--- config.mk ---
export PLATFORM = sky130hd
export DESIGN_NAME = line_window
export DESIGN_NICKNAME = d
export VERILOG_FILES = /design/src/common/cnn_pkg.sv /design/src/conv_engine/line_window.sv
export VERILOG_INCLUDE_DIRS = /design/src /design/src/common
export SDC_FILE = /design/constraint.sdc
export NUM_CORES = 2
export LEC_CHECK = 0
export ABC_CLOCK_PERIOD_IN_PS = 13350
export BUFFER_PORTS_ARGS = -buffer_cell sky130_fd_sc_hd__buf_2
export CORE_MARGIN = 10
export CORE_UTILIZATION = 46
export DETAILED_ROUTE_END_ITERATION = 7
export HOLD_SLACK_MARGIN = 0.06
export PLACE_DENSITY = 0.63
export SLEW_MARGIN = 20
export SYNTH_ARGS = -nofsm -noshare
export SYNTH_HDL_FRONTEND = slang
export SYNTH_SLANG_ARGS = --single-unit
export TNS_END_PERCENT = 10
--- constraint.sdc ---
create_clock -name clk -period 13.35 [get_ports clk]
set_input_delay 1.335 -clock clk [delete_from_list [all_inputs] [get_ports clk]]
set_output_delay 1.335 -clock clk [all_outputs]
set_load 0.1 [all_outputs]
--- src/common/cnn_settings.svh ---
`ifndef CNN_SETTINGS_SVH
`define CNN_SETTINGS_SVH

// image side in pixels
`define CNN_IMG_SIZE    28
// sliding window side
`define CNN_KERNEL      5
// output channels of the first conv layer
`define CNN_CHANNELS    6
// pixel and channel sum width
`define CNN_PIXEL_W     32
// result groups held between conv engine and serializer
`define CNN_FIFO_DEPTH  8

`endif

--- src/common/cnn_pkg.sv ---
`include "cnn_settings.svh"

package cnn_pkg;

    typedef logic signed [`CNN_PIXEL_W-1:0] pixel_t;
    typedef logic signed [`CNN_PIXEL_W-1:0] conv_sum_t;   // wraps modulo 2^32

    // element 0 is the oldest pixel (top-left), last one the newest (bottom-right)
    typedef pixel_t [`CNN_KERNEL*`CNN_KERNEL-1:0] window_t;

    // bit k of channel c weights window element k
    typedef logic [`CNN_CHANNELS-1:0][`CNN_KERNEL*`CNN_KERNEL-1:0] weight_set_t;

    // one sum per channel for a single window position
    typedef struct packed {
        conv_sum_t [`CNN_CHANNELS-1:0] sum;
    } conv_group_t;

    typedef logic [2:0] channel_t;

    typedef enum logic [1:0] {
        PH_IDLE    = 2'd0,
        PH_WEIGHTS = 2'd1,
        PH_IMAGE   = 2'd2,
        PH_DRAIN   = 2'd3
    } cnn_phase_t;

endpackage

--- src/conv_engine/line_window.sv ---
`timescale 1ns/1ps
`include "cnn_settings.svh"

module line_window (
    input  logic             clk,
    input  logic             rstn,
    input  logic             pixel_take,
    input  cnn_pkg::pixel_t  pixel,
    output logic             win_valid,
    output cnn_pkg::window_t win
);
    import cnn_pkg::*;

    localparam int IMG = `CNN_IMG_SIZE;
    localparam int K   = `CNN_KERNEL;
    localparam int CW  = $clog2(IMG);

    // row_buf[0] holds the oldest line, row_buf[K-2] the line just above
    pixel_t        row_buf [K-1][IMG];
    pixel_t        new_col [K];         // column entering the window, top first
    logic [CW-1:0] col;
    logic [CW-1:0] row;

    always_comb begin
        for (int r = 0; r < K - 1; r++) begin
            new_col[r] = row_buf[r][col];
        end
        new_col[K-1] = pixel;
    end

    // each line moves up one buffer at the current column
    always_ff @(posedge clk) begin
        if (pixel_take) begin
            for (int r = 0; r < K - 1; r++) begin
                row_buf[r][col] <= new_col[r+1];
            end
        end
    end

    // window slides left, new column on the right
    always_ff @(posedge clk) begin
        if (pixel_take) begin
            for (int r = 0; r < K; r++) begin
                for (int c = 0; c < K - 1; c++) begin
                    win[r*K+c] <= win[r*K+c+1];
                end
                win[r*K+K-1] <= new_col[r];
            end
        end
    end

    always_ff @(posedge clk or negedge rstn) begin
        if (!rstn) begin
            col       <= '0;
            row       <= '0;
            win_valid <= 1'b0;
        end else begin
            // window lies fully inside the image only from row 4, col 4 on
            win_valid <= pixel_take && (row >= CW'(K - 1)) && (col >= CW'(K - 1));
            if (pixel_take) begin
                if (col == CW'(IMG - 1)) begin
                    col <= '0;
                    if (row == CW'(IMG - 1)) begin
                        row <= '0;   // ready for the next image
                    end else begin
                        row <= row + 1'b1;
                    end
                end else begin
                    col <= col + 1'b1;
                end
            end
        end
    end

endmodule

# Word-level counts from Yosys, hierarchy flattened
# Memories as Yosys holds them, arrays and structs flattened.
# Index checks and enable logic that the tools add are counted.
# totals
ff_bits	811
ramBits	3584
output_inout_bits	801
memories	1
# mem_list
memory	depth	word_bits	read_ports	rd_clocked_by_memory_dff	wr	line_no	text
row_buf	4	896	4	0	4	line_window.sv:19	pixel_t row_buf [K-1][IMG];
# classes
addsub	2
magnitude_cmp	4
n_eq_ne	2
muxes	18
n_bitwise	1
reduce_logical	4
# ops
op	n
$mux W896	1
$bmux W32 S5	4
$mux W32	9
$demux W32 S5	1
$add A5 B1 Y5 const B	2
$eq A5 B5 Y1 const B	2
$ge A5 B3 Y1 const B	2
$mux W5	2
$ge A6 B6 Y1 const B	1
$lt A6 B1 Y1 const B	1
$not A5 Y6	1
$logic_and A1 B1 Y1	3
$reduce_and A2 Y1	1
$mux W1	1

# Logic depth before layout (Yosys ltp)
# logic_depth
depth_word	6
mapped_depth	9

# Least setup slack after synthesis
# Ideal clock, no wire load.
# synth_path
path_kind	input to register
start	input port pixel_take
end	memory row_buf[0][320] (netlist bit) (enable)
setup_ps	772
arrival_time_ps	10530
required_time_ps	12578
path_slack_ps	2048
stages	3
cell_sequence	clkbuf_1 nand2_1 nor3_1
# synth_lines
element	line_no	text
start, declared	line_window.sv:7	input logic pixel_take,
end, declared	line_window.sv:19	

==> impl_results.md <==
- Run status: complete, no violations
- CP endpoint kind: flip-flop
- Crit path launch: col[0]
- Setup tns final: 0 ns
- Mean post-synth cell area: 21.9 um^2
- Max-cap check violation count: 0
- Crit path max fanout: 114
- Final Hold Viols: 0
- Synthesized flop and latch total: 4395
- Layout Skew: 0.0707 ns
- Clock Tree Root: clkbuf_16
- Fmax: 161 MHz
- CTS Buf Count: between 400 and 500
- Sequential share of the synthesized area: 81.9%
- FP Rows: 217
- Mapped Cells: 7350
- Max-slew headroom: 21.3%
- Layout cells sized above 1: 24.8%
- Synth unique cells: 52
- WL final: 434000 um
- Worst path depth: 8
- Delay-heaviest family, CP: buffers and inverters
- FF-to-FF End: row_buf[0][782]
- Reg2Reg Setup Slack: 7.13 ns
- Die H: 612 um
- Async set-reset flop share out of synthesis: 0.250%
- Most frequent CP cell: buf_4
- Post-DP HPWL: 216000 um
- Vias: 80.6k
- H-Tree Depth: 5
- Master of the slowest instance on the critical path: buf_4
- Pin count of the biggest net entering global routing: 124
- Routability cong.: 0.805
- PwrDens: ~250 nW/um^2
- Nets: between 8k and 9k
- Syn_nets: roughly 7.4k
- Drt pass-1 iters: 5
- Core area: around 350000 um^2
- # setup viols final: 0
- Crit path to: row_buf[0][782]
- Post-synth EDFFs: ~4.4k
- Hold_buf cts: 0
- Lkg Pwr: roughly 0.062 uW
- Total congestion overflow: 0
- I/O Buffers: 835
- Yosys warns: 0
- Crit path required time: between 10 and 15 ns
- CP startpoint kind: flip-flop
- Vias per inst: 5.98
- RSZ-0062 raised after global routing: false
- Post-layout min period: 6.22 ns
- Detail Route Antenna Nets: 0
- Vias in the first global route: 81.2k
- Hold Path Class: in2async
- Netlist Area Pre-Place: 161000 um^2
- Crit-path max cell delay: 0.91 ns
- Worst-skew pair later-pin latency: 1.01 ns
- Worst Tran Pin Value: roughly 1.2 ns
- Clock buffer depth: 4
- DIE WIDTH: 612 um
- Drt drc: 0
- Finished Core Util: 53.2%
- Crit share post-route: 46.6%
- CTS tree: done
- Cells on worst reg2reg path: 8
- PostCTS Resize Cnt: 0
- Total setup buffers inserted after CTS: 0
- I/O pin count: 836
- DRT iter0 DRCs: 9849
- Ys flop type: edfxtp_1
- CP bufs+invs: 5
- Clock-pin slew on the worst setup and hold paths: 0.06 ns
- Initial antenna violation count: 23
- Avg WL per Cell: 32.2 um
- Global-route wire length before repair: between 600000 and 700000 um
- Crit path DAT: 6.93 ns
- CTS Sinks: 4395
- Area delta synth->final: 15.2%
- Max Transition Viols Final: 0
- Maximum VDD drop: 0.000245 V
- Setup CP Type: reg2reg
- Initial Util: between 40% and 50%
- Die area: 374000 um^2
- Crit path cell chain: buf_12, buf_4, buf_4, buf_4, mux4_2, a211oi_1, o211ai_1, buf_4
- Total GRT Usage: 22.4%
- Reg-to-reg startpoint: col[0]
kinds of logic (layout without fill, tap and decap cells):
group | Yosys count | in the layout | synth area share, %
mux | 1409 | 1409 | 12.2
xor+xnor | 2 | 2 | 0.0109
fa+ha+maj | 6 | 6 | 0.0466
flops | 4395 | 4395 | 81.9
compound gates | 706 | 706 | 3.10
simple gates | 452 | 452 | 1.38
other cells | 0 | 19 | 0
buf+inv | 380 | 1889 | 1.32
worst min path at each step:
| stage | startpoint | end | slack [ns] | cells past startpoint |
|---|---|---|---|---|
| after global routing | rstn | win_valid | 0.25 | 1 |
| after CTS | rstn | row[2] | 0.21 | 1 |
| after detailed placement | win[791] | win[759] | 0.43 | 0 |
| after global placement | win[708] | win[676] | 0.42 | 0 |
| final | rstn | win_valid | 0.28 | 1 |
| after floorplan | row[3] | row[3] | 0.49 | 1 |
synth_stat cells, drive strengths merged (13+ instances only):
cell type     n  area share (%)
nand3       136            0.42
a211oi       80            0.37
a21oi        45            0.14
a311oi       13           0.071
nand4        61            0.24
a221oi       22            0.12
nor2b        25           0.097
a22oi       265             1.2
mux2i       964             6.0
mux4        443             6.2
o22ai       156            0.61
edfxtp     4384              82
o211ai       61            0.28
o21ai        28           0.087
nand2       163            0.38
nor2         32           0.076
a22o         15           0.082
buf         243             1.0
clkbuf      132            0.31
layer usage:
layer | wire [um] | part of all wire [%] | track usage [%] | vias up
met3 | 39300 | 9.1 | 4.04 | 699
met2 | 213000 | 49 | 37.2 | 4147
met4 | 11400 | 2.6 | 5.79 | 4
met1 | 170000 | 39 | 30.9 | 42700
met5 | 21 | 0.0048 | 0 | -
li1 | - | - | - | 33000
worst reg2reg max path: stages (launching register included):
cell,delay [ns]
dfrtp_4,0.86
buf_12,0.68
buf_4,1.19
buf_4,0.82
buf_4,0.97
mux4_2,0.63
a211oi_1,0.27
o211ai_1,0.22
buf_4,0.31
layout make-up:
cell class,instances,area (um^2)
fillers,26700,163000
flip-flops and latches,4395,132000
multi-input cells,2575,27500
clock buffers,539,11500
repair buffers,1085,6550
well taps,4599,5750
clock inverters,260,2170
diodes,19,47.5
inverters,5,26.3
state kept, by name, summed over array words and instances, names as in the netlist:
signal	count
col	5
win_valid	1
row_buf	3584
win	800
row	5
where the power goes:
group / switching (uW) / leakage, uW / internal [uW]
Combinational: 11000 / 0.0146 / 2840
Clock: 5180 / 0.00665 / 6610
Sequential: 737 / 0.0404 / 19800
cell usage in the layout, fill, tap and decap left out, types with 7 or more instances in the layout:
cell type and n:
a2111oi_0 8, a211oi_1 80, a21oi_1 45, a221oi_1 22
a22o_1 15, a22oi_1 265, a311oi_4 11, buf_12 27
buf_2 834, buf_4 199, buf_6 18, bufinv_16 26
clkbuf_1 94, clkbuf_16 445, clkinv_1 119, clkinv_2 72
clkinvlp_4 14, diode_2 19, edfxtp_1 4384, inv_16 8
inv_6 7, mux2i_1 964, mux4_2 443, nand2_1 163
nand3_1 135, nand4_1 61, nor2_4 28, nor2b_1 18
o211ai_1 61, o21ai_0 17, o21ai_1 11, o22ai_1 156
stage by stage:
stage | hold WS (ns) | cell area, um^2 | instances | power, uW | setup WS [ns]
after floorplan | 0.488 | 161000 | 7350 | 29400 | 2.05
after global placement | 0.422 | 171000 | 12600 | 34200 | 7.18
after detailed placement | 0.426 | 172000 | 12600 | 34600 | 7.12
after CTS | 0.209 | 185000 | 13400 | 46300 | 7.13
after global routing | 0.255 | 185000 | 13500 | 47700 | 6.76
final | 0.282 | 186000 | 13500 | 46200 | 7.13
Note: power is estimated with default switching activity, not from simulation.
