$ cat src/common/cnn_settings.svh
`ifndef CNN_SETTINGS_SVH
`define CNN_SETTINGS_SVH

// image side in pixels
`define CNN_IMG_SIZE    28
// sliding window side
`define CNN_KERNEL      5
// output channels of the first conv layer
`define CNN_CHANNELS    6
// pixel and channel sum width
`define CNN_PIXEL_W     32
// result groups held between conv engine and serializer
`define CNN_FIFO_DEPTH  8

`endif

$ cat src/common/cnn_pkg.sv
`include "cnn_settings.svh"

package cnn_pkg;

    typedef logic signed [`CNN_PIXEL_W-1:0] pixel_t;
    typedef logic signed [`CNN_PIXEL_W-1:0] conv_sum_t;   // wraps modulo 2^32

    // element 0 is the oldest pixel (top-left), last one the newest (bottom-right)
    typedef pixel_t [`CNN_KERNEL*`CNN_KERNEL-1:0] window_t;

    // bit k of channel c weights window element k
    typedef logic [`CNN_CHANNELS-1:0][`CNN_KERNEL*`CNN_KERNEL-1:0] weight_set_t;

    // one sum per channel for a single window position
    typedef struct packed {
        conv_sum_t [`CNN_CHANNELS-1:0] sum;
    } conv_group_t;

    typedef logic [2:0] channel_t;

    typedef enum logic [1:0] {
        PH_IDLE    = 2'd0,
        PH_WEIGHTS = 2'd1,
        PH_IMAGE   = 2'd2,
        PH_DRAIN   = 2'd3
    } cnn_phase_t;

endpackage

$ cat src/rtl/result_fifo.sv
`timescale 1ns/1ps
`include "cnn_settings.svh"

module result_fifo (
    input  logic                 clk,
    input  logic                 rstn,
    input  logic                 push,
    input  cnn_pkg::conv_group_t din,
    input  logic                 pop,
    output cnn_pkg::conv_group_t head,
    output logic                 fifo_empty,
    output logic                 fifo_almost_full
);
    import cnn_pkg::*;

    localparam int DEPTH = `CNN_FIFO_DEPTH;
    localparam int AW    = $clog2(DEPTH);

    conv_group_t   mem [DEPTH];
    logic [AW-1:0] wr_ptr;
    logic [AW-1:0] rd_ptr;
    logic [AW:0]   count;
    logic          wr_en;
    logic          rd_en;

    assign wr_en      = push && (count != (AW + 1)'(DEPTH));
    assign rd_en      = pop && !fifo_empty;
    assign head       = mem[rd_ptr];
    assign fifo_empty = (count == '0);
    // fewer than three free slots, two groups may still be in the conv pipeline
    assign fifo_almost_full = (count > (AW + 1)'(DEPTH - 3));

    always_ff @(posedge clk) begin
        if (wr_en) begin
            mem[wr_ptr] <= din;
        end
    end

    always_ff @(posedge clk or negedge rstn) begin
        if (!rstn) begin
            wr_ptr <= '0;
            rd_ptr <= '0;
            count  <= '0;
        end else begin
            if (wr_en) begin
                wr_ptr <= (wr_ptr == AW'(DEPTH - 1)) ? '0 : wr_ptr + 1'b1;
            end
            if (rd_en) begin
                rd_ptr <= (rd_ptr == AW'(DEPTH - 1)) ? '0 : rd_ptr + 1'b1;
            end
            case ({wr_en, rd_en})
                2'b10:   count <= count + 1'b1;
                2'b01:   count <= count - 1'b1;
                default: count <= count;      // none or both
            endcase
        end
    end

endmodule

$ cat config.mk
export PLATFORM = sky130hd
export DESIGN_NAME = result_fifo
export DESIGN_NICKNAME = d
export VERILOG_FILES = /design/src/common/cnn_pkg.sv /design/src/rtl/result_fifo.sv
export VERILOG_INCLUDE_DIRS = /design/src /design/src/common
export SDC_FILE = /design/constraint.sdc
export NUM_CORES = 2
export LEC_CHECK = 0
export BUFFER_PORTS_ARGS = -buffer_cell sky130_fd_sc_hd__buf_2
export CAP_MARGIN = 5
export CORE_UTILIZATION = 54
export CTS_BUF_LIST = sky130_fd_sc_hd__clkbuf_4 sky130_fd_sc_hd__clkbuf_8 sky130_fd_sc_hd__clkbuf_16
export DETAILED_ROUTE_END_ITERATION = 8
export PLACE_DENSITY = 0.75
export SLEW_MARGIN = 40
export SYNTH_ARGS = -nofsm -noshare
export SYNTH_HDL_FRONTEND = slang
export SYNTH_SLANG_ARGS = --single-unit
export TNS_END_PERCENT = 50
$ cat constraint.sdc
create_clock -name clk -period 18.6 [get_ports clk]
set_clock_uncertainty 0.15 [all_clocks]
set_input_delay 0.93 -clock clk [delete_from_list [all_inputs] [get_ports clk]]
set_output_delay 0.93 -clock clk [all_outputs]
set_load 0.03 [all_outputs]
# Word-level counts from Yosys, hierarchy flattened
# Memory sizes are Yosys's and may differ from the RTL's.
# Cells that the tools add are included.
dict set report classes {
  addsub 4
  mux 5
  magnitude_cmp 1
  n_eq_ne 5
  reduce_logical 5
}
# op count
set op_table {}
lappend op_table {{$pmux W4 S2} 1}
lappend op_table {{$add A3 B1 Y3 const B} 2}
lappend op_table {{$eq A3 B3 Y1 const B} 2}
lappend op_table {{$mux W3} 2}
lappend op_table {{$add A4 B1 Y4 const B} 1}
lappend op_table {{$gt A4 B3 Y1 const B} 1}
lappend op_table {{$logic_not A4 Y1} 1}
lappend op_table {{$ne A4 B4 Y1 const B} 1}
lappend op_table {{$sub A4 B1 Y4 const B} 1}
lappend op_table {{$eq A2 B1 Y1 const B} 1}
lappend op_table {{$eq A2 B2 Y1 const B} 1}
lappend op_table {{$logic_and A1 B1 Y1} 2}
lappend op_table {{$mux W1} 2}
lappend op_table {{$reduce_bool A2 Y1} 1}
lappend op_table {{$logic_not A1 Y1} 1}
dict set report totals {
  ramBits 1536
  input_bits 196
  memories 1
  reg_bits 10
  output_inout_bits 194
  word_cells 24
}
# memory depth word_bits read_ports rd_clocked_by_memory_dff write_ports line
set memory_table {}
lappend memory_table {mem 8 192 1 0 1 result_fifo.sv:19} ;# conv_group_t mem [DEPTH];

# Depth between registers and ports, before layout
dict set report logic_depth {
  depth_word 5
  depth_mapped 7
  mapped_depth_nobuf 7
}

# Worst setup path before layout
# Ideal clock, no wire load.
dict set report synth_timing {
  path_kind {input to register}
  startpoint {input push}
  endpoint {memory mem[0][0] (netlist name), enable pin}
  n_path_buf 0
  slack_ns -1.837
  setup_time_ns 1.213
  cell_stages 2
  t_arrival_ns 19.074
  t_required_ns 17.237
  cell_sequence {o21ai_2 > nor4_1}
}
dict set report synth_between {
  elab_chain_cells 3
}
# element line
set synth_rtl {}
lappend synth_rtl {{start: declaration} result_fifo.sv:7} ;# input logic push,
lappend synth_rtl {{$logic_and A1 B1 Y1} result_fifo.sv:26} ;# assign wr_en = push && (count != (AW + 1)'(DEPTH));
lappend synth_rtl {{$mux W1} result_fifo.sv:34} ;# if (wr_en) begin
lappend synth_rtl {{$mux W1 (not written as such)} result_fifo.sv:35} ;# mem[wr_ptr] <= din;
lappend synth_rtl {{end: declaration} result_fifo.sv:19}
# No other way between the ends.

==> results.toml <==
[outcome]
outcome = "finished, final reports clean"

[worst_setup_path]
rr_endpoint = "mem[5][21]"
crit_path_start = "rd_ptr[0]"
required_ns = 17.52
endpoint_kind = "output port"
crit_end = "head[68]"
r2r_cells = 5
worst-path-max-fanout = 52
r2r-start = "count[0]"
arrival_ns = 4.56
crit_type = "reg -> out"
ff2ff_setup_slack_ns = 14.88
setup.worst_path.start_class = "flop"

[synthesis]
yosys.area_share.xor_xnor_pct = 0.03003
synth_edf_count = 1536
synth_cell_types = 32
synthAdderAreaFrac_pct = 0.1845
synth-compound-area-share_pct = 0.1373
synth_nets = 2494
synthTopCellsByArea = "edfxtp_1, mux4_2, mux2_2"
synth-simple-area-share_pct = 0.2446
synth_area_leader_cell = "edfxtp_1"
synth_cells = 2290
ys_seq_area_share_pct = 79.51
synth_top_area_share_pct = 79.08
synthMuxAreaShare_pct = 18.65
syn_avg_cell_area_um2 = 25.47
yosysMostFrequentCell = "edfxtp_1"
ys_top_cells_by_count = "edfxtp_1, mux4_2, mux2_2"
synth_top_family_by_area = "multiplexers"
ys.flop_type = "edfxtp_1"
synth_warnings = 0
synth_area_um2 = 58320
synth_seq_cells = 1546
async_reset_ff_share_pct = 0.6468

[global_routing]
grt_pass1_vias = 27090
grt-ovfl-total = 0
grt_pass1_wl_um = 168700
grt_antenna_before_repair = 42
grt_use_total_pct = 21.25
grt_max_degree = 98

[final_layout]
stdcell_count = 4317
drive_gt1_share_pct = 43.94
fin_nets = 2979
synthToLayoutAreaGrowth_pct = 14.85

[timing]
setup_slack_ns = 12.96
relSlewSlack_pct = 42.00
worstMarginPinSlew_ns = 0.8700
clock.fmax_mhz = 177.2
setup_violations = 0
final-hold-violation-count = 0
maxSlewViolCount = 0
fin_tns_setup_ns = 0
period_minus_slack_ns = 5.642
rsz0062_at_grt = "false"
timing.final.crit_share_pct = 30.34

[routing]
vias_per_cell = 5.906
ant_nets = 0
drc = 0
vias = 25500
wl_um = 115000
dr.pass1.iters = 5
wire_per_inst_um = 26.65
drt_iter0_drc = 2151

[clock_network]
clk_latency_ns = 0.74
cts_tree = "yes"
path_clk_slew_ns = 0.06
htreeDepth = 4
cts_root_buf = "clkbuf_16"
clock-sinks = 1546
cts_buffers = 153
cts_buffer_depth = 3

[pwr]
powerDensity_nw_per_um2 = 166.5
p_seq_share_pct = 40.7
switchingPower_mw = 3.556
internal-power_mw = 7.596
pwr-share-clk_pct = 26.8
p_comb_share_pct = 32.5
ir_drop_v = 0.0001238
p_leak_nw = 21.66
switching_share_pct = 31.89

[placed_design]
dp_hpwl_um = 62610
dp_cells = 4022
port_buffers = 389
post-place-ws_ns = 13.47
gp_congestion = 0.7344

[hold_path]
min_from = "din[136]"
hp-class = "in -> reg"
whs_path_depth = 1

[run]
drv_cap = 0

[floorplanning]
die_x_um = 330.6
start_util_pct = 54.48
core-area_um2 = 107100
die-area_um2 = 109300
std_cell_rows = 120
die-height_um = 330.6
io_pins = 390
-- power groups by stage --
stage	Clock (mW)	Combinational, mW	Sequential, mW
after floorplan	0	2.75	4.73
after CTS	3.05	3.69	4.55
after global routing	3.17	3.84	4.58
after detailed placement	0	3.67	4.62
after global placement	0	3.57	4.61
final	2.99	3.62	4.54
-- layout by cell type (no fill, tap or decap), drive strengths merged, types with 2 or more instances in the layout --
cell	n
a21oi	2
buf	437
bufinv	11
clkbuf	186
clkinv	69
clkinvlp	5
dfrtp	10
diode	19
edfxtp	1536
ha	7
inv	10
mux2	197
mux4	384
nand2	5
nand2b	3
nand3	2
nor2	5
nor3	5
nor3b	3
o211ai	2
o21ai	3
-- how the worst min path moves through the flow --
stage / slack [ns] / end
2_1_floorplan: 0.36 / count[2]
3_3_place_gp: 0.39 / count[2]
3_5_place_dp: 0.42 / count[0]
4_1_cts: 0.23 / mem[7][110]
5_1_grt: 0.26 / mem[7][110]
6_report: 0.29 / mem[7][136]
-- layer usage --
layer,track usage (%),wire length [um],vias up
li1,-,-,10910
met1,26.85,44390,13540
met2,35.71,59040,787
met3,5.504,8421,221
met4,7.674,2909,46
met5,0,278,-
-- flip-flops by register name, indices dropped and copies added, names as in the netlist --
| register | flops |
|---|---|
| mem | 1536 |
| count | 4 |
| rd_ptr | 3 |
| wr_ptr | 3 |
-- layout make-up --
type / instances / area, um^2
Inverter: 6 / 22.52
Timing Repair Buffer: 438 / 2546
Tap cell: 1403 / 1755
Sequential cell: 1546 / 46390
Multi-Input combinational cell: 630 / 11290
Antenna cell: 19 / 47.55
Fill cell: 6885 / 40070
Clock inverter: 89 / 757.0
Clock buffer: 186 / 4182
-- repair_timing --
item                                   CTS  global route
setup buffers                            0             0
endpoints found under the hold margin   10             0
hold buffers                             1             0
gates resized for setup                  0             0
-- critical path, cell delays in order, from the launching register on --
cell and delay [ns]:
dfrtp_4 0.64, buf_6 0.61, buf_6 0.64, buf_6 0.64, mux4_2 0.60, mux2_2 0.29, buf_2 0.18
-- per-stage QoR --
step | total power [mW] | utilization (%) | hold slack (ns) | area, um^2
global route | 11.59 | 62.56 | 0.2605 | 66970
CTS | 11.29 | 62.51 | 0.2301 | 66920
global placement | 8.174 | 57.70 | 0.3929 | 61770
finish | 11.15 | 62.57 | 0.2944 | 66990
floorplan | 7.480 | - | 0.3628 | 58330
detailed placement | 8.287 | 57.88 | 0.4248 | 61970
-- logic make-up (layout without fill, tap and decap cells) --
family                     Yosys count  after routing
muxes                              582            582
and+or+nand+nor                     27             27
xor gates and xnor gates             2              2
other                                0             19
adders and majority gates            8              8
buffers and inverters              114            719
DFF                               1546           1546
AOI/OAI and AO/OA                   11             11
Power figures use the tool's default switching activity.
