<file path="src/common/cnn_settings.svh">
`ifndef CNN_SETTINGS_SVH
`define CNN_SETTINGS_SVH

// image side in pixels
`define CNN_IMG_SIZE    28
// sliding window side
`define CNN_KERNEL      5
// output channels of the first conv layer
`define CNN_CHANNELS    6
// pixel and channel sum width
`define CNN_PIXEL_W     32
// result groups held between conv engine and serializer
`define CNN_FIFO_DEPTH  8

`endif

</file>
<file path="src/common/cnn_pkg.sv">
`include "cnn_settings.svh"

package cnn_pkg;

    typedef logic signed [`CNN_PIXEL_W-1:0] pixel_t;
    typedef logic signed [`CNN_PIXEL_W-1:0] conv_sum_t;   // wraps modulo 2^32

    // element 0 is the oldest pixel (top-left), last one the newest (bottom-right)
    typedef pixel_t [`CNN_KERNEL*`CNN_KERNEL-1:0] window_t;

    // bit k of channel c weights window element k
    typedef logic [`CNN_CHANNELS-1:0][`CNN_KERNEL*`CNN_KERNEL-1:0] weight_set_t;

    // one sum per channel for a single window position
    typedef struct packed {
        conv_sum_t [`CNN_CHANNELS-1:0] sum;
    } conv_group_t;

    typedef logic [2:0] channel_t;

    typedef enum logic [1:0] {
        PH_IDLE    = 2'd0,
        PH_WEIGHTS = 2'd1,
        PH_IMAGE   = 2'd2,
        PH_DRAIN   = 2'd3
    } cnn_phase_t;

endpackage

</file>
<file path="src/rtl/cnn_ctrl.sv">
`timescale 1ns/1ps
`include "cnn_settings.svh"

module cnn_ctrl (
    input  logic clk,
    input  logic rstn,
    input  logic start,
    input  logic image_tvalid,
    input  logic weight_tvalid,
    input  logic fifo_almost_full,
    input  logic fifo_empty,
    input  logic ser_idle,
    output logic image_tready,
    output logic weight_tready,
    output logic pixel_take,
    output logic weight_take,
    output logic cnn_done
);
    import cnn_pkg::*;

    localparam int N_WEIGHTS = `CNN_CHANNELS * `CNN_KERNEL * `CNN_KERNEL;
    localparam int N_PIXELS  = `CNN_IMG_SIZE * `CNN_IMG_SIZE;
    localparam int WCW       = $clog2(N_WEIGHTS + 1);
    localparam int PCW       = $clog2(N_PIXELS + 1);

    cnn_phase_t     phase;
    logic           start_d;
    logic           start_edge;
    logic [WCW-1:0] weight_cnt;
    logic [PCW-1:0] pixel_cnt;
    logic [1:0]     drain_cnt;   // covers the two-stage conv pipeline

    assign start_edge   = start && !start_d;
    assign weight_take  = weight_tvalid && weight_tready;
    // stall the image while the fifo cannot absorb groups still in flight
    assign image_tready = (phase == PH_IMAGE) && !fifo_almost_full;
    assign pixel_take   = image_tvalid && image_tready;

    always_ff @(posedge clk or negedge rstn) begin
        if (!rstn) begin
            start_d       <= 1'b0;
            phase         <= PH_IDLE;
            weight_tready <= 1'b0;
            weight_cnt    <= '0;
            pixel_cnt     <= '0;
            drain_cnt     <= '0;
            cnn_done      <= 1'b0;
        end else begin
            start_d  <= start;
            cnn_done <= 1'b0;
            case (phase)
                PH_IDLE: begin
                    if (start_edge) begin   // edges while busy fall through here
                        phase         <= PH_WEIGHTS;
                        weight_tready <= 1'b1;
                        weight_cnt    <= '0;
                        pixel_cnt     <= '0;
                    end
                end
                PH_WEIGHTS: begin
                    if (weight_take) begin
                        weight_cnt <= weight_cnt + 1'b1;
                        if (weight_cnt == WCW'(N_WEIGHTS - 1)) begin
                            weight_tready <= 1'b0;
                            phase         <= PH_IMAGE;
                        end
                    end
                end
                PH_IMAGE: begin
                    if (pixel_take) begin
                        pixel_cnt <= pixel_cnt + 1'b1;
                        if (pixel_cnt == PCW'(N_PIXELS - 1)) begin
                            phase     <= PH_DRAIN;
                            drain_cnt <= '0;
                        end
                    end
                end
                PH_DRAIN: begin
                    if (drain_cnt != 2'd3) begin
                        drain_cnt <= drain_cnt + 1'b1;
                    end else if (fifo_empty && ser_idle) begin
                        cnn_done <= 1'b1;
                        phase    <= PH_IDLE;
                    end
                end
                default: phase <= PH_IDLE;
            endcase
        end
    end

endmodule

</file>
<file path="config.mk">
export PLATFORM = sky130hd
export DESIGN_NAME = cnn_ctrl
export DESIGN_NICKNAME = d
export VERILOG_FILES = /design/src/common/cnn_pkg.sv /design/src/rtl/cnn_ctrl.sv
export VERILOG_INCLUDE_DIRS = /design/src /design/src/common
export SDC_FILE = /design/constraint.sdc
export NUM_CORES = 1
export LEC_CHECK = 0
export BUFFER_PORTS_ARGS = -buffer_cell sky130_fd_sc_hd__buf_2
export CAP_MARGIN = 15
export CELL_PAD_IN_SITES_DETAIL_PLACEMENT = 1
export CELL_PAD_IN_SITES_GLOBAL_PLACEMENT = 1
export CORE_MARGIN = 1.5
export CORE_UTILIZATION = 39
export DETAILED_ROUTE_END_ITERATION = 6
export PLACE_DENSITY = 0.71
export SLEW_MARGIN = 40
export SYNTH_ARGS = -nofsm -noshare
export SYNTH_HDL_FRONTEND = slang
export SYNTH_SLANG_ARGS = --single-unit
</file>
<file path="constraint.sdc">
create_clock -name clk -period 5.4 [get_ports clk]
set_clock_uncertainty 0.05 [all_clocks]
set_input_delay 0 -clock clk [delete_from_list [all_inputs] [get_ports clk]]
set_output_delay 0 -clock clk [all_outputs]
set_load 0.03 [all_outputs]
</file>
Word level (Yosys, flattened, before mapping)

Cells that the tools add are included.
W data, S select, Z words.

Logic and storage cells: 65
Register bits after elaboration: 25
Input bits: 8
Output and inout port bits: 5

Add/subtract/negate cells: 3
Equality and inequality tests: 14
Muxes and demuxes: 25
Reductions and logical operators: 16

Operators with widths:

| operator                | number |
|---|---|
| $mux W10                | 2 |
| $mux W2                 | 10 |
| $pmux W10 S2            | 1 |
| $mux W8                 | 2 |
| $ne A2 B2 Y1 const B    | 8 |
| $pmux W8 S2             | 1 |
| $add A10 B1 Y10 const B | 1 |
| $eq A10 B10 Y1 const B  | 1 |
| $add A8 B1 Y8 const B   | 1 |
| $eq A8 B8 Y1 const B    | 1 |
| $pmux W2 S4             | 1 |
| $reduce_and A4 Y1       | 2 |
| $reduce_and A7 Y1       | 1 |
| $mux W1                 | 6 |
| $reduce_and A3 Y1       | 2 |
| $reduce_bool A2 Y1      | 3 |
| $logic_and A1 B1 Y1     | 5 |
| $eq A2 B2 Y1 const B    | 2 |
| $pmux W2 S2             | 1 |
| $add A2 B1 Y2 const B   | 1 |
| $eq A2 B1 Y1 const B    | 1 |
| $logic_not A1 Y1        | 2 |
| $logic_not A2 Y1        | 1 |
| $ne A2 B1 Y1 const B    | 1 |
| $pmux W1 S2             | 1 |

Depth between registers and ports, before layout

Gate-level depths: netlist of run 1.

Depth after elaboration: 5
Gate-level depth with buffers: 8

Least setup slack after synthesis of run 1

Ideal clock, no wire load.

Path type: register to register
Start: reg phase[0]
End: reg pixel_cnt[9]
Clock period less this slack: 2.054 ns
Buffers on the path: 1
Stages on the path, launching flop included: 8
Library setup time: 0.069 ns
Slack: 3.346 ns
Required time: 5.281 ns
Data arrival time: 1.935 ns
Cell sequence: dfrtp_1 inv_1 ha_1 buf_2 and3b_1 o22ai_1 or4_1 nand3_1

Word-level cells in the longest chain between the ends: 5

RTL lines:

| element                            | line           | RTL |
|---|---|---|
| from (decl)                        | cnn_ctrl.sv:26 | `cnn_phase_t phase;` |
| from (signal assigned)             | cnn_ctrl.sv:42 | `phase <= PH_IDLE;` |
| from (signal assigned)             | cnn_ctrl.sv:54 | `phase <= PH_WEIGHTS;` |
| from (signal assigned)             | cnn_ctrl.sv:65 | `phase <= PH_IMAGE;` |
| $eq A2 B2 Y1                       | cnn_ctrl.sv:36 | `assign image_tready = (phase == PH_IMAGE) && !fifo_almost_full;` |
| $logic_and A1 B1 Y1                | cnn_ctrl.sv:36 |  |
| $logic_and A1 B1 Y1                | cnn_ctrl.sv:37 | `assign pixel_take = image_tvalid && image_tready;` |
| via pixel_take                     | cnn_ctrl.sv:15 | `output logic pixel_take,` |
| $ne A2 B2 Y1 (no source line)      | n/a            |  |
| $reduce_and A3 Y1 (no source line) | n/a            |  |
| to (signal assigned)               | cnn_ctrl.sv:71 | `pixel_cnt <= pixel_cnt + 1'b1;` |
| to (decl)                          | cnn_ctrl.sv:30 | `logic [PCW-1:0] pixel_cnt;` |

The timed path passes the listed nets, and every way through them passes these cells.
A chain may end at the register's enable or synchronous reset.

Worst setup path after layout of run 1

Start: reg phase[0]
End: reg pixel_cnt[7]

Word-level cells in the longest chain between the ends: 5

RTL lines:

| element                            | line |
|---|---|
| $eq A2 B2 Y1                       | cnn_ctrl.sv:36, cnn_ctrl.sv:51 |
| $logic_and A1 B1 Y1                | cnn_ctrl.sv:36 |
| $logic_and A1 B1 Y1                | cnn_ctrl.sv:37 |
| $ne A2 B2 Y1 (no source line)      | n/a |
| $reduce_and A3 Y1 (no source line) | n/a |

Parallel ways exist; a longest one is shown, timed or not.

==> out/metrics.yaml, run 1 <==
io_buffer_count: 12
synth_cells: 169
dp_slack_ps: 3109
final_area_sq_mm: 0.001724
final_core_util: 0.4606
hold_class: "in2async"
tightest_slew_ps: 614.5
leakagePower_nw: 0.7505
fin_nets: 201
reg2reg_slack_ps: 3190
cts_tree: "built"
clock_latency_ps: 270
synth_async_sr_flop_share: 1.000
synth_common_cells: "dfrtp_1 (25), o21ai_0 (22), nand2_1 (19)"
multiInputGateArea_sq_um: 859.6
switchingPower_mw: 0.3320
grt_antenna_before_repair: 0
vdd_drop_max_v: 0.0002134
synthFlopType: "dfrtp_1"
ys_top_cells_by_area: "dfrtp_1 (41%), ha_1 (7.3%), o21ai_0 (7.1%), nand2_1 (4.6%), a21oi_1 (3.2%)"
p_int_mw: 0.4277
synthesis.nets: 186
ios: 13
status: "finished clean"
hold_slack_ps: 202.6
cp.arrival_ps: 2350
post_cts_resized: 0
cellPowerDensity_mw_per_mm2: 440.6
drc: 0
clkSinkCount: 25
yosysSeqAreaShare: 0.4052
seqPwrFrac: 0.351
cp_max_fo: 11
fmax_ghz: 0.4532
endpoint_kind: "flop"
drt_first_pass_iters: 4
hold_viol: 0
syn2layout_area_growth_pct: 11.67
ant_nets: 0
drive_above_1_share: 0.1366
insertedDiodeCount: 0
initial_core_util: 0.4124
gp_congestion: 0.7528
h-tree-depth: 1
finalNonFillerCells: 231
layout_min_cycle_time_ps: 2206
synth_top_area_frac: 0.4052
dieArea_sq_mm: 0.004345
grt_pass1_wl_microns: 6768
cts_max_path_buffers: 2
routedWlPerCell_microns: 17.13
nFillCells: 458
fin_crit_sh: 0.4086
track_usage: 0.2072
die_h_microns: 65.92
overflow: 0
syn_avg_cell_area_sq_um: 9.136
cp_data_required_time_ps: 5540
cts-root-buf: "clkbuf_8"
setup_viol: 0
rsz0062_at_grt: "no"
vias: 1345
drt_iter0_markers: 42
yosysUniqueCellTypes: 46
regArea_sq_um: 625.6
synth_most_common_cell: "dfrtp_1"
postPlaceCellArea_sq_mm: 0.001633
yosys.area.top_type: "dfrtp_1"
finalSetupTns_ps: 0
clk_pin_slew_ps: 90
post-dp-hpwl_microns: 2909
die-width_microns: 65.92
syn_area_sq_mm: 0.001544
fp.coreArea_sq_mm: 0.003744
grt_pass1_vias: 1408
yosysWarnings: 0
routed_wl_microns: 3957
pwr-share-comb: 0.499
fin_ws_ps: 3194
grt_max_degree: 26
synth-seq-cells: 25
start_kind: "flop"
swShare: 0.4370
post_drt_via_cell_ratio: 5.823
maxCapViolCount: 0
cts_buffers: 3
synth_edf_count: 0
postCtsSetupBuffers: 0
dpl.cell_count: 223
drv_slew: 0
critPathKind: "reg2reg"
clock_power_share: 0.151
total_power_mw: 0.7597
rows: 22
slew_headroom: 0.5895
-- what timing repair did --
item	in CTS	in global routing
endpoints found under the setup margin	0	0
endpoints found under the hold margin	27	0
hold buffers	4	0
-- kinds of logic after synthesis --
| kind of cell | count (synthesis) | share of synthesized area |
|---|---|---|
| fa+ha+maj | 9 | 0.07293 |
| simple gates | 61 | 0.2107 |
| flops | 25 | 0.4052 |
| mux | 3 | 0.02350 |
| buf+inv | 15 | 0.04213 |
| compound gates | 56 | 0.2456 |
-- worst paths after layout --
path | start | end | depth (start not counted)
worst min-delay path | rstn | weight_cnt[2] | 2
min in group clk | fifo_almost_full | image_tready | 3
worst max-delay path | phase[0] | pixel_cnt[7] | 6
worst max register to register | phase[0] | pixel_cnt[7] | 6
worst min register to register | pixel_cnt[1] | pixel_cnt[1] | 2
max in group asynchronous | rstn | drain_cnt[1] | 2
-- routing by layer --
layer | track usage | vias up | wire (microns)
met2 | 0.3927 | 28 | 2119
li1 | - | 637 | -
met5 | 0 | - | 0
met4 | 0.05208 | 0 | 34
met3 | 0.04770 | 5 | 146
met1 | 0.2299 | 675 | 1656
-- cells in the final DEF (no fill, tap or decap), types with 2 or more instances in the layout --
cell type,synthesis,routed
a22o_1,2,2
inv_1,9,9
nand2b_1,2,2
or2_2,2,2
a21oi_1,10,10
o21a_1,2,2
a2111oi_0,2,2
nand3_1,9,9
clkbuf_8,0,3
nor2_1,7,7
nor2b_1,5,5
and3_1,3,3
dlygate4sd3_1,0,4
dfrtp_1,25,25
o21ai_0,22,22
ha_1,9,9
and2_1,5,5
a211o_1,2,2
buf_2,1,12
nand2_1,19,19
a41oi_1,2,2
-- flip-flops by register name, indices dropped and copies added, names as in the netlist --
| register | count |
|---|---|
| pixel_cnt | 10 |
| weight_cnt | 8 |
| weight_tready | 1 |
| phase | 2 |
| cnn_done | 1 |
| drain_cnt | 2 |
| start_d | 1 |
-- power by group through the flow --
stage	Sequential (mW)	Clock [mW]	Combinational (mW)
floorplan	0.267	0	0.276
global placement	0.266	0	0.351
detailed placement	0.270	0	0.372
CTS	0.266	0.119	0.377
global route	0.274	0.125	0.422
finish	0.266	0.114	0.379
-- critical path, stage by stage, from the launching register on --
cell and delay (ps):
dfrtp_1 420, inv_1 130, ha_1 400, and3b_1 270, a21boi_1 540, nand4_1 140, o21ai_0 170
-- layout make-up --
class / count / share of cell area
Multi-Input combinational cell: 129 / 0.4985
Sequential cell: 25 / 0.3628
Timing Repair Buffer: 16 / 0.05806
Tap cell: 48 / 0.03483
Clock buffer: 4 / 0.02612
Inverter: 9 / 0.01959
No activity file was read; power rests on OpenSTA's default activity.
==> inputs of run 2 (changes only) <==
==> constraint.sdc (replaced) <==
create_clock -name clk -period 2.21 [get_ports clk]
set_clock_uncertainty 0.05 [all_clocks]
set_input_delay 0 -clock clk [delete_from_list [all_inputs] [get_ports clk]]
set_output_delay 0 -clock clk [all_outputs]
set_load 0.03 [all_outputs]
==> out/metrics.yaml, run 2 (synthesis gave the netlist of run 1 again) <==
status: "finished clean"
largest_register_ff_count: 10
cp_max_fo: 9
hold_slack_ps: 189.6
track_usage: 0.2040
drt_first_pass_iters: 4
crit_chain: "or4b_4 > o31a_1 > a2111oi_4 > mux2_4"
grt-busiest-layer: "met2"
cellPowerDensity_mw_per_mm2: 1096
vdd_drop_max_v: 0.0003655
slew_headroom: 0.6127
pwr-share-comb: 0.515
die_h_microns: 65.92
top_regs: "pixel_cnt: 10 flops, weight_cnt: 8 flops"
total_power_mw: 1.944
leakagePower_nw: 0.7789
h-tree-depth: 1
postCtsSetupBuffers: 0
top_register: "pixel_cnt"
vias: 1361
cpMaxStageDelayCell: "or4b_4"
final_area_sq_mm: 0.001773
cts-root-buf: "clkbuf_8"
drc: 0
drv_slew: 0
fmax_ghz: 0.4790
start_kind: "flop"
die-width_microns: 65.92
grt_max_degree: 26
layout_min_cycle_time_ps: 2088
clkSinkCount: 25
routed_wl_microns: 3815
hold_class: "in2async"
use_met2: 0.3725
cts_tree: "built"
drive_above_1_share: 0.1693
overflow: 0
mostFrequentLayoutCell: "dfrtp_1"
final_core_util: 0.4736
critPathKind: "reg2reg"
cp.arrival_ps: 2200
seqPwrFrac: 0.337
grt_use_met1: 0.2441
critPathMaxStageDelay_ps: 550
fin_nets: 207
insertedDiodeCount: 0
cp_data_required_time_ps: 2320
p_int_mw: 1.105
fp.coreArea_sq_mm: 0.003744
cts_max_path_buffers: 2
clock_latency_ps: 280
rsz0062_at_grt: "no"
setup_viol: 0
gp_congestion: 0.8864
initial_core_util: 0.4124
dieArea_sq_mm: 0.004345
syn2layout_area_growth_pct: 14.83
ant_nets: 0
maxCapViolCount: 0
rows: 22
postPlaceCellArea_sq_mm: 0.001678
final_cell_mix: "dfrtp_1 (25), o21ai_0 (22), nand2_1 (19), buf_2 (12), a21oi_1 (10)"
routedWlPerCell_microns: 16.10
hold_viol: 0
grt_pass1_wl_microns: 6727
post-dp-hpwl_microns: 2873
post_drt_via_cell_ratio: 5.743
io_buffer_count: 12
drt_iter0_markers: 90
endpoint_kind: "flop"
swShare: 0.4314
cts_buffers: 3
grt_pass1_vias: 1431
finalSetupTns_ps: 0
fin_crit_sh: 0.9446
switchingPower_mw: 0.8384
clock_power_share: 0.147
tightest_slew_ps: 581.0
ios: 13
clk_pin_slew_ps: 100
grt_util_met3: 0.02555
grt_antenna_before_repair: 0
==> run 2: changes by cell type in the layout (fill, tap and decap cells not counted), sizes merged <==
cell / before / now
buf: 12 / 18
clkbuf: 4 / 3
clkinvlp: 0 / 1
==> run 2: layout make-up <==
class                      count  area [sq um]
tap                           48         60.06
multi-input combinational    129         859.6
fill                         462          1971
clock inverter                 1         7.507
timing repair buffer          22         145.1
clock buffer                   3         41.29
sequential                    25         625.6
inverter                       9         33.78
==> run 2: repair_timing <==
action	in CTS	in global routing
hold buffers	4	0
endpoints found under the setup margin	0	1
hold endpoints to repair	27	0
resized for setup	0	1
==> run 2: path summary, 6_finish.rpt <==
check / from / endpoint / slack (ps) / cells past startpoint
hold reg to reg: pixel_cnt[7] / pixel_cnt[7] / 460 / 1
setup reg to reg: pixel_cnt[5] / phase[1] / 120 / 4
max in group asynchronous: rstn / cnn_done / 1530 / 2
min in group clk: fifo_almost_full / image_tready / 240 / 3
hold / removal: rstn / weight_cnt[6] / 190 / 2
setup / recovery: pixel_cnt[5] / phase[1] / 120 / 4
==> run 2: per-stage QoR <==
stage,setup WS [ps],instances
6_report,122.5,237
3_3_place_gp,215.5,229
4_1_cts,134.5,237
2_1_floorplan,155.7,169
5_1_grt,69.34,237
3_5_place_dp,159.5,229
==> run 2: critical path, delay by kind of cell, from the launching register on <==
kind,cells,cell delay [ps]
AOI/OAI and AO/OA,2,540
DFF,1,480
muxes,1,340
and+or+nand+nor,1,550
==> run 2: power groups by stage <==
stage | Clock (mW) | Combinational, mW | Sequential, mW
3_3_place_gp | 0 | 0.941 | 0.654
6_report | 0.287 | 1.00 | 0.656
5_1_grt | 0.315 | 1.12 | 0.675
3_5_place_dp | 0 | 0.987 | 0.665
4_1_cts | 0.297 | 0.999 | 0.656
2_1_floorplan | 0 | 0.675 | 0.653
==> run 2: layer usage <==
| metal | wire [microns] | up-vias | share of wire |
|---|---|---|---|
| met4 | 51 | 0 | 0.013 |
| met5 | 0 | - | 0 |
| li1 | - | 654 | - |
| met3 | 77 | 4 | 0.020 |
| met1 | 1689 | 687 | 0.44 |
| met2 | 1996 | 16 | 0.52 |
