$ cat src/common/cnn_settings.svh
`ifndef CNN_SETTINGS_SVH
`define CNN_SETTINGS_SVH

// image side in pixels
`define CNN_IMG_SIZE    28
// sliding window side
`define CNN_KERNEL      5
// output channels of the first conv layer
`define CNN_CHANNELS    6
// pixel and channel sum width
`define CNN_PIXEL_W     32
// result groups held between conv engine and serializer
`define CNN_FIFO_DEPTH  8

`endif

$ cat src/common/cnn_pkg.sv
`include "cnn_settings.svh"

package cnn_pkg;

    typedef logic signed [`CNN_PIXEL_W-1:0] pixel_t;
    typedef logic signed [`CNN_PIXEL_W-1:0] conv_sum_t;   // wraps modulo 2^32

    // element 0 is the oldest pixel (top-left), last one the newest (bottom-right)
    typedef pixel_t [`CNN_KERNEL*`CNN_KERNEL-1:0] window_t;

    // bit k of channel c weights window element k
    typedef logic [`CNN_CHANNELS-1:0][`CNN_KERNEL*`CNN_KERNEL-1:0] weight_set_t;

    // one sum per channel for a single window position
    typedef struct packed {
        conv_sum_t [`CNN_CHANNELS-1:0] sum;
    } conv_group_t;

    typedef logic [2:0] channel_t;

    typedef enum logic [1:0] {
        PH_IDLE    = 2'd0,
        PH_WEIGHTS = 2'd1,
        PH_IMAGE   = 2'd2,
        PH_DRAIN   = 2'd3
    } cnn_phase_t;

endpackage

$ cat src/rtl/result_serializer.sv
`timescale 1ns/1ps
`include "cnn_settings.svh"

module result_serializer (
    input  logic                 clk,
    input  logic                 rstn,
    input  logic                 fifo_empty,
    input  cnn_pkg::conv_group_t head,
    output logic                 pop,
    output logic                 ser_idle,
    output logic                 result_tvalid,
    output cnn_pkg::conv_sum_t   result_tdata,
    output cnn_pkg::channel_t    result_channel
);
    import cnn_pkg::*;

    localparam channel_t LAST_CH = channel_t'(`CNN_CHANNELS - 1);

    conv_group_t grp;    // group being streamed
    channel_t    ch;     // next channel to send
    logic        busy;

    // next pop lands in the cycle channel 5 shows on the output
    assign pop      = !busy && !fifo_empty;
    assign ser_idle = !busy;

    always_ff @(posedge clk or negedge rstn) begin
        if (!rstn) begin
            busy          <= 1'b0;
            ch            <= '0;
            result_tvalid <= 1'b0;
        end else begin
            result_tvalid <= pop || busy;
            if (pop) begin
                busy <= 1'b1;
                ch   <= channel_t'(1);   // channel 0 goes out with the pop
            end else if (busy) begin
                if (ch == LAST_CH) begin
                    busy <= 1'b0;
                end
                ch <= ch + 1'b1;
            end
        end
    end

    always_ff @(posedge clk) begin
        if (pop) begin
            grp            <= head;
            result_tdata   <= head.sum[0];
            result_channel <= '0;
        end else if (busy) begin
            result_tdata   <= grp.sum[ch];
            result_channel <= ch;
        end
    end

endmodule

$ cat config.mk
export PLATFORM = sky130hd
export DESIGN_NAME = result_serializer
export DESIGN_NICKNAME = d
export VERILOG_FILES = /design/src/common/cnn_pkg.sv /design/src/rtl/result_serializer.sv
export VERILOG_INCLUDE_DIRS = /design/src /design/src/common
export SDC_FILE = /design/constraint.sdc
export NUM_CORES = 1
export LEC_CHECK = 0
export CELL_PAD_IN_SITES_DETAIL_PLACEMENT = 0
export CELL_PAD_IN_SITES_GLOBAL_PLACEMENT = 1
export CORE_ASPECT_RATIO = 2
export CORE_UTILIZATION = 52
export CTS_CLUSTER_SIZE = 24
export DETAILED_ROUTE_END_ITERATION = 10
export DONT_BUFFER_PORTS = 1
export GPL_ROUTABILITY_DRIVEN = 0
export GPL_TIMING_DRIVEN = 0
export PLACE_DENSITY = 0.86
export SYNTH_ARGS = -nofsm -noshare
export SYNTH_HDL_FRONTEND = slang
export SYNTH_SLANG_ARGS = --single-unit
$ cat constraint.sdc
create_clock -name clk -period 5.6 [get_ports clk]
set_input_delay 0.84 -clock clk [delete_from_list [all_inputs] [get_ports clk]]
set_output_delay 0.84 -clock clk [all_outputs]
set_load 0.1 [all_outputs]
# ---- Yosys cells after proc, flatten, opt, wreduce, memory -nomap -nowiden
# Cells that the tools add are included.
dict set report totals {
  regBits 232
  in_bits 195
  out_inout_bits 38
  wordCells 28
}
dict set report classes {
  add_sub_neg 1
  magnitude_cmp 1
  n_eq_ne 1
  muxes 9
  reduce_logical 5
}
# op count
set op_table {}
lappend op_table {{$bmux W32 S3} 1}
lappend op_table {{$mux W32} 3}
lappend op_table {{$mux W3} 2}
lappend op_table {{$lt A3 B4 Y1 const B} 1}
lappend op_table {{$add A3 B1 Y3 const B} 1}
lappend op_table {{$eq A3 B3 Y1 const B} 1}
lappend op_table {{$mux W1} 3}
lappend op_table {{$logic_not A1 Y1} 2}
lappend op_table {{$reduce_bool A2 Y1} 1}
lappend op_table {{$logic_and A1 B1 Y1} 1}
lappend op_table {{$logic_or A1 B1 Y1} 1}

# ---- Logic depth before layout (Yosys ltp)
# Gate-level depths: netlist of run 1.
dict set report logic_depth {
  ltp_word 4
  depth_mapped 6
}

# ---- Worst setup path before layout of run 1
# No wires, ideal clock.
dict set report synth_timing {
  path_type {input -> output}
  start {input fifo_empty}
  end {output pop}
  arrival_ns 4.044
  required_ns 4.760
  setup_slack_ns 0.716
  cell_stages 4
  n_path_buf 2
  cell_sequence {or2_2 -> clkbuf_1 -> inv_1 -> buf_2}
}
dict set report synth_between {
  elab_chain_cells 2
}
# element line
set synth_rtl {}
lappend synth_rtl {{start: declaration} result_serializer.sv:7} ;# input logic fifo_empty,
lappend synth_rtl {{$logic_not A1 Y1} result_serializer.sv:24} ;# assign pop = !busy && !fifo_empty;
lappend synth_rtl {{$logic_and A1 B1 Y1} result_serializer.sv:24}
lappend synth_rtl {{end: declaration} result_serializer.sv:9} ;# output logic pop,
# No other way between the ends.

# ---- Worst setup path in the final report of run 1
dict set report layout_timing {
  start {register busy}
  end {output pop}
}
dict set report layout_between {
  elab_chain_cells 2
}
# element line
set layout_rtl {}
lappend layout_rtl {{start: declaration} result_serializer.sv:21} ;# logic busy;
lappend layout_rtl {{start signal: assignment} result_serializer.sv:29} ;# busy <= 1'b0;
lappend layout_rtl {{start signal: assignment} result_serializer.sv:35} ;# busy <= 1'b1;
lappend layout_rtl {{start signal: assignment} result_serializer.sv:39} ;# busy <= 1'b0;
lappend layout_rtl {{$logic_not A1 Y1} result_serializer.sv:24}
lappend layout_rtl {{$logic_and A1 B1 Y1} result_serializer.sv:24}
# No other way between the ends.

==> results of run 1 <==
-- report_power, final --
| part | switching (mW) | internal [mW] | total [mW] |
|---|---|---|---|
| sequential | 1.11 | 2.42 | 3.53 |
| clock | 0.618 | 0.773 | 1.39 |
| combinational | 0.800 | 0.619 | 1.42 |
-- cells in the mapped netlist, drive strengths merged --
cell	count
mux2	32
a31oi	1
dfxtp	3
a22o	1
a21oi	1
nor2	65
edfxtp	224
clkbuf	10
buf	17
nor2b	3
a221oi	32
mux4	32
inv	5
o21ai	5
nand2	5
dfrtp	5
ha	2
nand3	1
or2	1
-- area by class of cell --
cell class                      instances  share of cell area
Sequential cell                       232               0.705
Buffer                                 27              0.0166
Inverter                                5             0.00191
Timing Repair Buffer                    1             0.00281
Antenna cell                            9             0.00230
Multi-Input combinational cell        181               0.177
Clock inverter                         12              0.0108
Clock buffer                           26              0.0576
Tap cell                              207              0.0264
-- stage by stage --
step / utilization / worst slack (ns)
3_3_place_gp: 0.544 / -0.0753
6_report: 0.588 / 1.94
2_1_floorplan: - / 0.716
5_1_grt: 0.587 / 1.71
3_5_place_dp: 0.546 / 1.96
4_1_cts: 0.586 / 1.85
-- how the worst max path moves through the flow --
stage / endpoint / start / slack, ns / cells after the start
floorplan: pop / fifo_empty / 0.72 / 4
global placement: pop / fifo_empty / -0.08 / 4
detailed placement: pop / fifo_empty / 1.96 / 5
CTS: pop / busy$_DFF_PN0_ / 1.85 / 5
global route: pop / busy$_DFF_PN0_ / 1.71 / 5
finish: pop / busy$_DFF_PN0_ / 1.94 / 5
-- cell families after synthesis --
group	count (synthesis)	synth area share
flops	232	0.784
simple gates	75	0.0332
mux	64	0.123
compound gates	40	0.0376
buf+inv	32	0.0194
fa+ha+maj	2	0.00284
-- cells in the final DEF, fill, tap and decap left out, types with 2 or more instances in the layout --
cell type / n
sky130_fd_sc_hd__buf_2: 10
sky130_fd_sc_hd__clkbuf_16: 21
sky130_fd_sc_hd__mux4_2: 32
sky130_fd_sc_hd__mux2_2: 32
sky130_fd_sc_hd__dfxtp_1: 3
sky130_fd_sc_hd__clkinvlp_4: 2
sky130_fd_sc_hd__clkbuf_1: 13
sky130_fd_sc_hd__diode_2: 9
sky130_fd_sc_hd__buf_6: 5
sky130_fd_sc_hd__a221oi_1: 31
sky130_fd_sc_hd__nand2_1: 5
sky130_fd_sc_hd__edfxtp_1: 224
sky130_fd_sc_hd__clkbuf_8: 2
sky130_fd_sc_hd__ha_1: 2
sky130_fd_sc_hd__o21ai_0: 5
sky130_fd_sc_hd__nor2_1: 65
sky130_fd_sc_hd__clkinv_2: 4
sky130_fd_sc_hd__clkinv_4: 2
sky130_fd_sc_hd__inv_1: 4
sky130_fd_sc_hd__dfrtp_1: 5
sky130_fd_sc_hd__nor2b_1: 3
-- registers in the layout, summed over array words and instances (netlist names) --
| signal | flops |
|---|---|
| ch | 3 |
| busy | 1 |
| grp | 192 |
| result_tdata | 32 |
| result_tvalid | 1 |
| result_channel | 3 |
-- per-layer routing --
metal / vias to the layer above / GRT usage / wire (um)
met1: 2119 / 0.220 / 5800
met3: 54 / 0.0543 / 1500
met4: 2 / 0.126 / 859
met2: 249 / 0.392 / 10500
li1: 1847 / - / -
met5: - / 0 / 8
==> key figures, run 1 <==
Worst setup path
  – Slowest cell on crit path: sky130_fd_sc_hd__buf_8
  – Largest incremental delay on the critical path: 0.63 ns
  – Worst-path cell chain: or2_2 > clkbuf_1 > inv_1 > buf_8 > buf_16
  – Setup crit start kind: register
  – Category of the most critical setup path: register to output port
  – Worst Path Required: 4.76 ns
  – Crit path buf inv count: 4
  – Register-to-Register Setup Slack: 2.89 ns
  – Crit-path max FO: 110
  – Arrival time at the worst endpoint: 2.82 ns
  – Kind of end point of the critical path: output port
  – Depth of the worst register-to-register path: 7
  – R2R Path Start: busy$_DFF_PN0_
  – Endpoint of the worst register-to-register path: result_tdata[22]$_DFFE_PP_
  – Kind of cell adding the most delay to the critical path: buffers and inverters

Detailed routing
  – Detailed-route vias per instance: 6.10
  – Avg WL per Cell: 26.7 um
  – Remaining routing DRC violations: 0
  – DRC marker count from the first detailed-route iteration: 277
  – Routed wire length: 18,700 um
  – Antenna-violating nets left: 0
  – Total number of vias: 4,271
  – Pre-Repair DR Iteration Count: 4

Timing
  – # setup viols final: 0
  – Relative slew slack: 0.282
  – Hold violation count in the final report: 0
  – Hold slack final: 0.0269 ns
  – Achievable clock frequency: 273 MHz
  – Pins over their slew limit: 0
  – Pin slew with the least headroom to its limit: 1.08 ns
  – Unrepaired setup endpoints after global routing: false
  – Final worst clock skew: 0.0114 ns
  – Total Neg Setup Slack: 0 ns
  – Final Critical Period: 3.66 ns
  – Final period utilization: 0.654

Power and ir drop
  – Total power: 6.34 mW
  – Ratio of total power to cell area: 647 mW/mm2
  – Leakage power summed over all cells: 3.20 nW
  – Maximum resistive drop on vdd: 0.561 mV

Floorplanning
  – Number of primary I/O pins: 233
  – Die Area: 0.0175 mm2
  – Die boundary height: 186 um
  – Chip width: 94.1 um
  – CORE AREA: 0.0167 mm2
  – Number of placement rows: 67
  – Effective utilization at floorplan: 0.528

Cells and area
  – Net total in the final layout: 666
  – Area used by sequential logic in the layout: 0.00691 mm2
  – Number of fillers in the final layout: 1,227
  – Fraction of layout instances using a drive strength above 1: 0.244
  – Area taken by multi-input logic gates: 0.00173 mm2
  – Number of standard cells in the final layout excluding fillers: 700
  – Total non-filler cell area in the finished layout: 0.00980 mm2
  – Synthesis-to-finish area growth: 11.2%

Synth
  – Synthesis Warnings: 0
  – Synth unique cells: 22
  – Most area-hungry cell type in the Yosys netlist: sky130_fd_sc_hd__edfxtp_1
  – Netlist Area Pre-Place: 0.00881 mm2
  – Area share of the leading cell type in the synthesized netlist: 0.763
  – Net Count, Synth: 642
  – #FFs+latches synth: 232
  – Sequential cell area fraction in the yosys report: 0.784
  – Synthesized instance count: 445
  – Syn avg cell area: 19.8 um2
  – Leading post-synthesis cells by cell area: sky130_fd_sc_hd__edfxtp_1, sky130_fd_sc_hd__mux4_2, sky130_fd_sc_hd__mux2_2

Global routing
  – Aggregate global-route resource usage: 0.216
  – Maximum number of pins on one net before global-route repair: 111
  – GR Overflow Total: 0
  – First-pass GRT wire length: 26,700 um
  – Number of global-route vias before repair: 4,641
  – Initial antenna violation count: 9

Clock tree
  – Cts repair resizes: 0
  – Clk pin slew, worst setup/hold paths: 0.07 ns
  – Total setup buffers inserted after CTS: 0
  – TritonCTS sink count: 232
  – Number of buffers on the longest clock path: 3
  – Clock insertion delay at the later pin of the skew report: 0.50 ns
  – Number of buffers created by CTS: 21
  – Clock tree from TritonCTS: yes
  – CTS hold repair buffers: 0
  – Cell chosen for the clock root: sky130_fd_sc_hd__clkbuf_16
  – CTS H-tree lvls: 1

Placed design
  – Cell count after placement: 653
  – Post-place instance area: 0.00911 mm2
  – Detail Placement HPWL: 12,700 um
  – I/O Buffers: 0

Hold path
  – Class of the worst hold path: input pin to asynchronous set/reset pin

Flow run
  – Number of violations of the max-capacitance limit: 0

Run status
  – Status: finished, final reports clean
Note: power is estimated with default switching activity, not from simulation.
==> run 2, diff against run 1 <==
--- a/config.mk
+++ b/config.mk
@@ -9,13 +9,13 @@
 export CELL_PAD_IN_SITES_DETAIL_PLACEMENT = 0
 export CELL_PAD_IN_SITES_GLOBAL_PLACEMENT = 1
 export CORE_ASPECT_RATIO = 2
-export CORE_UTILIZATION = 52
+export CORE_UTILIZATION = 47
 export CTS_CLUSTER_SIZE = 24
 export DETAILED_ROUTE_END_ITERATION = 10
 export DONT_BUFFER_PORTS = 1
 export GPL_ROUTABILITY_DRIVEN = 0
 export GPL_TIMING_DRIVEN = 0
-export PLACE_DENSITY = 0.86
+export PLACE_DENSITY = 0.82
 export SYNTH_ARGS = -nofsm -noshare
 export SYNTH_HDL_FRONTEND = slang
 export SYNTH_SLANG_ARGS = --single-unit
==> constraint.sdc (replaced) <==
create_clock -name clk -period 3.22 [get_ports clk]
set_input_delay 0.483 -clock clk [delete_from_list [all_inputs] [get_ports clk]]
set_output_delay 0.483 -clock clk [all_outputs]
set_load 0.1 [all_outputs]
==> key figures, run 2 (synthesis gave the netlist of run 1 again) <==
Timing
  – Relative slew slack: 0.313
  – Pins over their slew limit: 0
  – Hold slack final: 0.0824 ns
  – Unrepaired setup endpoints after global routing: false
  – Total Neg Setup Slack: 0 ns
  – Pin slew with the least headroom to its limit: 1.03 ns
  – # setup viols final: 0
  – Final Critical Period: 2.94 ns
  – Achievable clock frequency: 340 MHz
  – Hold violation count in the final report: 0
  – Final worst clock skew: 0.0116 ns
  – Final period utilization: 0.913

Floorplanning
  – Number of primary I/O pins: 233
  – Number of placement rows: 70
  – Die Area: 0.0193 mm2
  – Die boundary height: 196 um
  – Effective utilization at floorplan: 0.481
  – CORE AREA: 0.0183 mm2
  – Chip width: 98.8 um

Cells and area
  – Most flops, register: grp
  – Fraction of layout instances using a drive strength above 1: 0.245
  – Number of fillers in the final layout: 1,379
  – Largest registers: grp x192, result_tdata x32
  – Synthesis-to-finish area growth: 11.8%
  – Flip-flop count of the largest register, all copies and words added: 192
  – Total non-filler cell area in the finished layout: 0.00985 mm2
  – Commonest non-fill, non-tap cells in the layout: sky130_fd_sc_hd__edfxtp_1, sky130_fd_sc_hd__nor2_1, sky130_fd_sc_hd__mux4_2, sky130_fd_sc_hd__mux2_2, sky130_fd_sc_hd__a221oi_1
  – Net total in the final layout: 669
  – Leading cell type in the layout, fill and taps excluded: sky130_fd_sc_hd__edfxtp_1

Clock tree
  – Cell chosen for the clock root: sky130_fd_sc_hd__clkbuf_16
  – Clock insertion delay at the later pin of the skew report: 0.49 ns
  – Clk pin slew, worst setup/hold paths: 0.07 ns
  – Number of buffers on the longest clock path: 3
  – Clock tree from TritonCTS: yes
  – Number of buffers created by CTS: 21
  – Total setup buffers inserted after CTS: 0
  – TritonCTS sink count: 232
  – CTS H-tree lvls: 1

Detailed routing
  – Routed wire length: 19,100 um
  – DRC marker count from the first detailed-route iteration: 198
  – Avg WL per Cell: 27.0 um
  – Antenna-violating nets left: 0
  – Detailed-route vias per instance: 6.02
  – Total number of vias: 4,255
  – Pre-Repair DR Iteration Count: 6
  – Remaining routing DRC violations: 0

Worst setup path
  – Kind of end point of the critical path: output port
  – Crit-path max FO: 82
  – Worst Path Required: 2.74 ns
  – Setup crit start kind: register
  – Arrival time at the worst endpoint: 2.46 ns
  – Category of the most critical setup path: register to output port

Placed design
  – I/O Buffers: 0
  – Post-place instance area: 0.00914 mm2
  – Detail Placement HPWL: 12,900 um

Global routing
  – Aggregate global-route resource usage: 0.196
  – Routing usage on met1: 0.186
  – Layer with the highest usage after global routing: met2
  – Number of global-route vias before repair: 4,585
  – Maximum number of pins on one net before global-route repair: 83
  – Routing usage on met3: 0.0488
  – Initial antenna violation count: 4
  – GR met2 Demand/Resource: 0.382
  – GR Overflow Total: 0
  – First-pass GRT wire length: 27,100 um

Hold path
  – Class of the worst hold path: input pin to register

Power and ir drop
  – Leakage power summed over all cells: 3.22 nW
  – Maximum resistive drop on vdd: 0.805 mV
  – Ratio of total power to cell area: 1120 mW/mm2

Flow run
  – Number of violations of the max-capacitance limit: 0

Run status
  – Status: finished, final reports clean
## run 2: cell count changes in the layout (fill, tap and decap cells not counted), sizes merged
cell         change
buf              +1
bufbuf           +1
clkbuf           -4
clkinv           +3
diode            -4
dlygate4sd3      +1
## run 2: layout make-up
| cell class | count | area, um2 | area share |
|---|---|---|---|
| sequential | 232 | 6910 | 0.702 |
| timing repair buffer | 4 | 90.1 | 0.00915 |
| antenna | 5 | 12.5 | 0.00127 |
| buffer | 27 | 168 | 0.0170 |
| multi-input combinational | 181 | 1730 | 0.176 |
| clock inverter | 15 | 119 | 0.0121 |
| tap | 216 | 270 | 0.0274 |
| inverter | 5 | 18.8 | 0.00191 |
| clock buffer | 22 | 529 | 0.0537 |
## run 2: what timing repair did
action | in CTS | in global routing
hold endpoints to repair | 5 | 0
setup endpoints to repair | 1 | 1
hold buffers | 1 | 0
gates cloned | 1 | 0
resized for setup | 0 | 1
## run 2: path summary, 6_finish.rpt
check                                   from                       to  slack [ns]  cells past startpoint
setup reg to reg              busy$_DFF_PN0_       grp[185]$_DFFE_PP_        0.85                      5
setup / recovery              busy$_DFF_PN0_                      pop        0.28                      5
hold reg to reg            ch[2]$_DFFE_PN0P_           busy$_DFF_PN0_        0.59                      1
max in group asynchronous               rstn        ch[0]$_DFFE_PN0P_        2.70                      1
min in group asynchronous               rstn  result_tvalid$_DFF_PN0_        0.30                      1
hold / removal                      head[25]        grp[25]$_DFFE_PP_        0.08                      0
## run 2: worst max-delay path, cell delays in order, from the launching register on
cell	delay, ns
sky130_fd_sc_hd__dfrtp_1	0.39
sky130_fd_sc_hd__or2_2	0.29
sky130_fd_sc_hd__clkbuf_1	0.18
sky130_fd_sc_hd__inv_1	0.25
sky130_fd_sc_hd__buf_12	0.40
sky130_fd_sc_hd__buf_16	0.39
## run 2: power by group
| part | internal (mW) | switching, mW | leakage [nW] |
|---|---|---|---|
| combinational | 1.12 | 1.40 | 0.734 |
| clock | 1.29 | 1.07 | 0.317 |
| sequential | 4.20 | 1.93 | 2.17 |
## run 2: stage by stage
stage	utilization	instances	setup WS (ns)	total power, mW
2_1_floorplan	-	445	0.180	8.02
3_3_place_gp	0.496	661	-0.412	8.65
3_5_place_dp	0.499	663	0.375	8.74
4_1_cts	0.537	702	0.0995	11.1
5_1_grt	0.538	706	0.110	11.4
6_report	0.538	707	0.279	11.0
## run 2: metal layers
layer | vias up | share of wire
li1 | 1849 | -
met1 | 2162 | 0.32
met2 | 197 | 0.58
met3 | 47 | 0.066
met4 | 0 | 0.036
met5 | - | 0
